**src/verilog/fas_pkg.sv**
```systemverilog
// Frequency analysis shared definitions
`default_nettype none

package fas_pkg;

  ////////////////////
  // Sample and filter widths
  ////////////////////
  localparam int SAMPLE_W        = 16;           // Input and filtered sample
  localparam int COEF_W          = 20;           // Signed Q16 coefficient
  localparam int NUM_TAPS        = 32;
  localparam int ACC_W           = 41;           // Holds 32 products of 16x20 bits
  localparam int FIR_START_COUNT = 34;           // Valid run before output is trusted

  // Symmetric low-pass set, tap 0 pairs with the newest sample
  localparam logic signed [COEF_W-1:0] FIR_COEF [NUM_TAPS] = '{
    20'hFFF9E, 20'hFFF86, 20'hFFFA7, 20'h0003B,
    20'h0014B, 20'h0024A, 20'h00222, 20'hFFFE4,
    20'hFFBC5, 20'hFF7CA, 20'hFF74E, 20'hFFD74,
    20'h00B1A, 20'h01DAC, 20'h02F9E, 20'h03AA9,
    20'h03AA9, 20'h02F9E, 20'h01DAC, 20'h00B1A,
    20'hFFD74, 20'hFF74E, 20'hFF7CA, 20'hFFBC5,
    20'hFFFE4, 20'h00222, 20'h0024A, 20'h0014B,
    20'h0003B, 20'hFFFA7, 20'hFFF86, 20'hFFF9E
  };

  ////////////////////
  // Frame and peak format
  ////////////////////
  localparam int FRAME_LEN = 16;
  localparam int INDEX_W   = 4;                  // Sample index within a frame
  localparam int ENERGY_W  = 32;                 // Unsigned sample squared

  typedef logic signed [SAMPLE_W-1:0] sample_t;

  typedef struct packed {
    sample_t [FRAME_LEN-1:0] samples;            // Slot 0 arrives first
  } frame_t;

  typedef struct packed {
    logic [ENERGY_W-1:0] energy;
    logic [INDEX_W-1:0]  index;
  } peak_t;

endpackage

`default_nettype wire
```
**src/verilog/frame_assembler.sv**
```systemverilog
// Serial to parallel frame capture
`timescale 1ns/100ps
`default_nettype none

module frame_assembler import fas_pkg::*; (
  input  wire          clk,
  input  wire          rst,
  input  wire          fir_valid,
  input  wire sample_t fir_d,
  output logic         frame_valid,
  output frame_t       frame
);

  logic               running;                   // Set by the first filtered sample
  logic [INDEX_W-1:0] slot;                      // Next slot to be written
  logic               capture;

  assign capture = running | fir_valid;

  ////////////////////
  // Slot counter and frame strobe
  ////////////////////
  always_ff @(posedge clk or posedge rst) begin
    if (rst) begin
      running     <= 1'b0;
      slot        <= '0;
      frame_valid <= 1'b0;
    end else begin
      frame_valid <= capture && (slot == INDEX_W'(FRAME_LEN - 1));
      if (capture) begin
        running <= 1'b1;
        slot    <= slot + 1'b1;                  // Wraps into the next frame
      end
    end
  end

  // Sample storage
  always_ff @(posedge clk) begin
    if (capture) begin
      frame.samples[slot] <= fir_d;
    end
  end

endmodule

`default_nettype wire

```
**config.mk**
```make
export PLATFORM = sky130hd
export DESIGN_NAME = frame_assembler
export DESIGN_NICKNAME = d
export VERILOG_FILES = /design/src/verilog/fas_pkg.sv /design/src/verilog/frame_assembler.sv
export SDC_FILE = /design/constraint.sdc
export NUM_CORES = 1
export LEC_CHECK = 0
export BUFFER_PORTS_ARGS = -buffer_cell sky130_fd_sc_hd__buf_2
export CAP_MARGIN = 20
export CORE_ASPECT_RATIO = 2
export CORE_MARGIN = 10
export CORE_UTILIZATION = 45
export CTS_BUF_LIST = sky130_fd_sc_hd__clkbuf_4
export CTS_CLUSTER_SIZE = 28
export DETAILED_ROUTE_END_ITERATION = 12
export PLACE_DENSITY_LB_ADDON = 0.15
export SETUP_SLACK_MARGIN = 0.05
export SLEW_MARGIN = 15
export SYNTH_ARGS = -nofsm -noshare
export SYNTH_HDL_FRONTEND = slang
export SYNTH_SLANG_ARGS = --single-unit
```
**constraint.sdc**
```tcl
create_clock -name clk -period 4.2 [get_ports clk]
set_clock_uncertainty 0.05 [all_clocks]
set_input_delay 0 -clock clk [delete_from_list [all_inputs] [get_ports clk]]
set_output_delay 0 -clock clk [all_outputs]
set_load 0.02 [all_outputs]
```
==> Yosys cells after proc, flatten, opt, wreduce, memory -nomap -nowiden <==
Index checks and enable logic that the tools add are counted.
{ "word_totals": {"ff_bits": 262, "latchBits": 0, "mem_bits_rw": 0, "mem_bits_ro": 0, "inputBits": 19, "word_cells": 29, "n_memories": 0} }
{ "op_classes": {"add_sub_neg": 1, "n_mul": 0, "n_div": 0, "n_lt_le_gt_ge": 2, "n_eq_ne": 1, "shift": 0, "n_mux": 3, "n_bitwise": 1, "reduce_logical": 2} }
{ "ops": {"columns": ["cell", "n"], "rows": [
  ["bitwise mux 256 bit", 1],
  ["demux 16 bit (select 4 bit)", 1],
  ["2-to-1 mux 16 bit", 1],
  ["less-than comparator 4 x 5 -> 1 bit (second input constant)", 1],
  ["adder 4 x 1 -> 4 bit (second input constant)", 1],
  ["== test 4 bit (second input constant)", 1],
  [">= comparator 4 x 1 -> 1 bit (second input constant)", 1],
  ["logical AND 1 bit", 2],
  ["bitwise OR 1 bit", 1]
]} }

==> Logic depth before layout (Yosys ltp) <==
{ "depth": {"ltp_word": 5, "ltp_mapped": 4, "mapped_depth_nobuf": 4} }

==> Worst setup path before layout <==
No wires, ideal clock.
{ "synth_timing": {"path_type": "register to register", "from": "register, netlist name slot[0]", "to": "register frame[32] in the netlist's numbering, enable pin", "setup_ns": 0.409, "arrival_time_ns": 1.918, "setup_slack_ns": 1.823, "stages_incl_launch_ff": 5, "path_buffers": 0, "period_less_slack_ns": 2.377, "path_cell_list": "dfrtp_1 inv_1 ha_1 o21ai_0 nor3_1"} }
{ "synth_lines": {"columns": ["element", "line", "rtl"], "rows": [
  ["end, declared", "frame_assembler.sv:11", "output frame_t frame"]
]} }

==> impl_metrics.env <==
export IMPL_row_count=69
export IMPL_antenna_left=0
export IMPL_place_gp_congestion=0.817
export IMPL_ys_ff_latch=262
export IMPL_clock_root_buffer="clkbuf_4"
export IMPL_cts_buffers=53
export IMPL_yosysWarnings=0
export IMPL_seq_power_share_pct=53.6
export IMPL_die_w_um=115
export IMPL_initial_core_util_pct=45.6
export IMPL_critical_path_peak_fanout=16
export IMPL_finalSetupViolCount=0
export IMPL_critical_path_required_ns=4.39
export IMPL_fin_cells=914
export IMPL_ys_seq_area_share_pct=97.1
export IMPL_p_sw_mw=1.96
export IMPL_first_global_vias=4832
export IMPL_sw_frac_of_total_pct=30.3
export IMPL_fin_hold_ws_ns=0.171
export IMPL_dieArea_um2=24000
export IMPL_p_per_area_nw_per_um2=600
export IMPL_drt_pass1_iterations=4
export IMPL_grt_overflow_total=0
export IMPL_fmaxAchievable_mhz=421
export IMPL_slew_limit_headroom_pct=25.9
export IMPL_crit_type="register to register"
export IMPL_syn_num_nets=324
export IMPL_hpwl_mm=16.6
export IMPL_ys_types=14
export IMPL_drv_cap=0
export IMPL_grt_total_usage_pct=19.1
export IMPL_fin_crit_ns=2.37
export IMPL_insertion_delay_ns=0.63
export IMPL_grt_antenna_before_repair=1
export IMPL_drive_gt1_share_pct=54.7
export IMPL_drtIter0Drc=246
export IMPL_fp_dieH_um=209
export IMPL_combPwrFrac_pct=18.5
export IMPL_p_leak_nw=4.12
export IMPL_hold_viol_final=0
export IMPL_drc=0
export IMPL_synthCells=301
export IMPL_power_internal_mw=4.49
export IMPL_numPortBuffers=275
export IMPL_finalSetupTns_ns=0
export IMPL_worst_ep_arrival_time_ns=2.57
export IMPL_min_path_type="input port to register"
export IMPL_fin_nets=681
export IMPL_avgSynthCellArea_um2=26.8
export IMPL_drv_slew=0
export IMPL_grt_start_max_net_pins=18
export IMPL_syn_to_final_growth_pct=33.2
export IMPL_core_um2=17700
export IMPL_clk_pin_slew_ns=0.08
export IMPL_cts_tree="yes"
export IMPL_whs_path_depth=4
export IMPL_cts_setup_buffers=0
export IMPL_dr_total_vias=4522
export IMPL_finalPower_mw=6.45
export IMPL_viasPerCell=4.95
export IMPL_startpoint_type="register"
export IMPL_clkSinkCount=262
export IMPL_clkPwrFrac_pct=27.9
export IMPL_grt_pass1_wl_mm=33.1
export IMPL_tightest_slew_ns=1.11
export IMPL_end_kind="register"
export IMPL_ir_drop_uv=327
export IMPL_rr_worst_depth=4
export IMPL_place_inst=792
export IMPL_status="finished clean"
export IMPL_rsz0062_at_grt="no"
export IMPL_period_share_pct=56.5
export IMPL_h_tree_depth=2
export IMPL_cts_buffer_depth=3
export IMPL_synth_area_um2=8070
export IMPL_ioPinCount=276
export IMPL_wl_per_cell_um=26.0
export IMPL_wl_mm=23.7
==> cells by family after synthesis <==
family / after synthesis / share of synthesized area, %
compound gates: 5 / 0.403
xor+xnor: 3 / 0.326
fa+ha+maj: 4 / 0.620
buf+inv: 6 / 0.310
flops: 262 / 97.1
mux: 1 / 0.140
simple gates: 20 / 1.05
==> worst max-delay path, stage by stage, from the launching register on <==
cell	delay (ns)
dfrtp_1	0.44
inv_1	0.11
ha_1	0.14
o21ai_0	0.29
nor2_2	0.95
==> flip-flops by register name (all words and copies together) (netlist names) <==
signal	count
frame	256
frame_valid	1
running	1
slot	4
==> synth_stat cells (all sizes together) <==
master	number	area [um^2]
nor3	4	20.0
buf	2	10.0
o2111ai	1	8.76
mux2	1	11.3
dfrtp	6	150
nor2	13	48.8
o21ai	4	23.8
ha	4	50.1
inv	4	15.0
nand2b	2	12.5
edfxtp	256	7690
xnor2	3	26.3
nand2	1	3.75
==> layer usage <==
layer / vias to the layer above / part of all wire [%] / track usage, % / routed length, um
met2: 258 / 55 / 33.8 / 13100
li1: 1957 / - / - / -
met1: 2261 / 32 / 19.6 / 7690
met4: 0 / 3.5 / 9.90 / 821
met5: - / 0 / 0 / 0
met3: 46 / 8.8 / 5.63 / 2080
==> power by group through the flow <==
stage                     Combinational [mW]  Sequential, mW  Clock [mW]
after floorplan                        0.241            3.83           0
after global placement                  1.13            3.52           0
after detailed placement                1.17            3.52           0
after CTS                               1.19            3.46        1.85
after global routing                    1.26            3.48        1.99
final                                   1.19            3.46        1.80
==> repair_timing <==
action | in CTS | in global routing
hold endpoints to repair | 267 | 0
gates resized for setup | 0 | 0
hold buffers | 19 | 0
==> placed cells by master, fill, tap and decap left out, types with 3 or more instances in the layout <==
cell / count
buf_2: 275
edfxtp_1: 256
clkbuf_4: 68
dlygate4sd3_1: 19
clkinv_1: 17
nor2_2: 9
clkinv_2: 9
dfrtp_1: 6
inv_1: 4
nor3_2: 4
ha_1: 4
buf_6: 4
buf_4: 4
xnor2_1: 3
o21ai_0: 3
nor2_4: 3
==> cell type report <==
| cell class | count | area (um^2) |
|---|---|---|
| clock buffers | 68 | 510 |
| fillers | 1305 | 6950 |
| multi-input cells | 33 | 270 |
| clock inverters | 29 | 173 |
| well taps | 213 | 267 |
| diodes | 1 | 2.50 |
| inverters | 4 | 15.0 |
| flip-flops and latches | 262 | 7840 |
| repair buffers | 304 | 1670 |
==> path summary, 6_finish.rpt <==
kind,startpoint,to,slack (ns)
max,slot[0],frame[100],1.83
min,fir_valid,running,0.17
max reg2reg,slot[0],frame[100],1.83
min reg2reg,slot[0],slot[0],0.52
max in group asynchronous,rst,slot[2],3.57
min in group asynchronous,rst,running,0.32
==> stage by stage <==
step	worst slack [ns]	area, um^2	util (%)
floorplan	1.82	8070	-
global placement	1.90	9780	55.3
detailed placement	1.77	9800	55.3
CTS	1.73	10700	60.3
global route	1.72	10700	60.7
finish	1.83	10700	60.7
(Power assumes the default switching activity.)
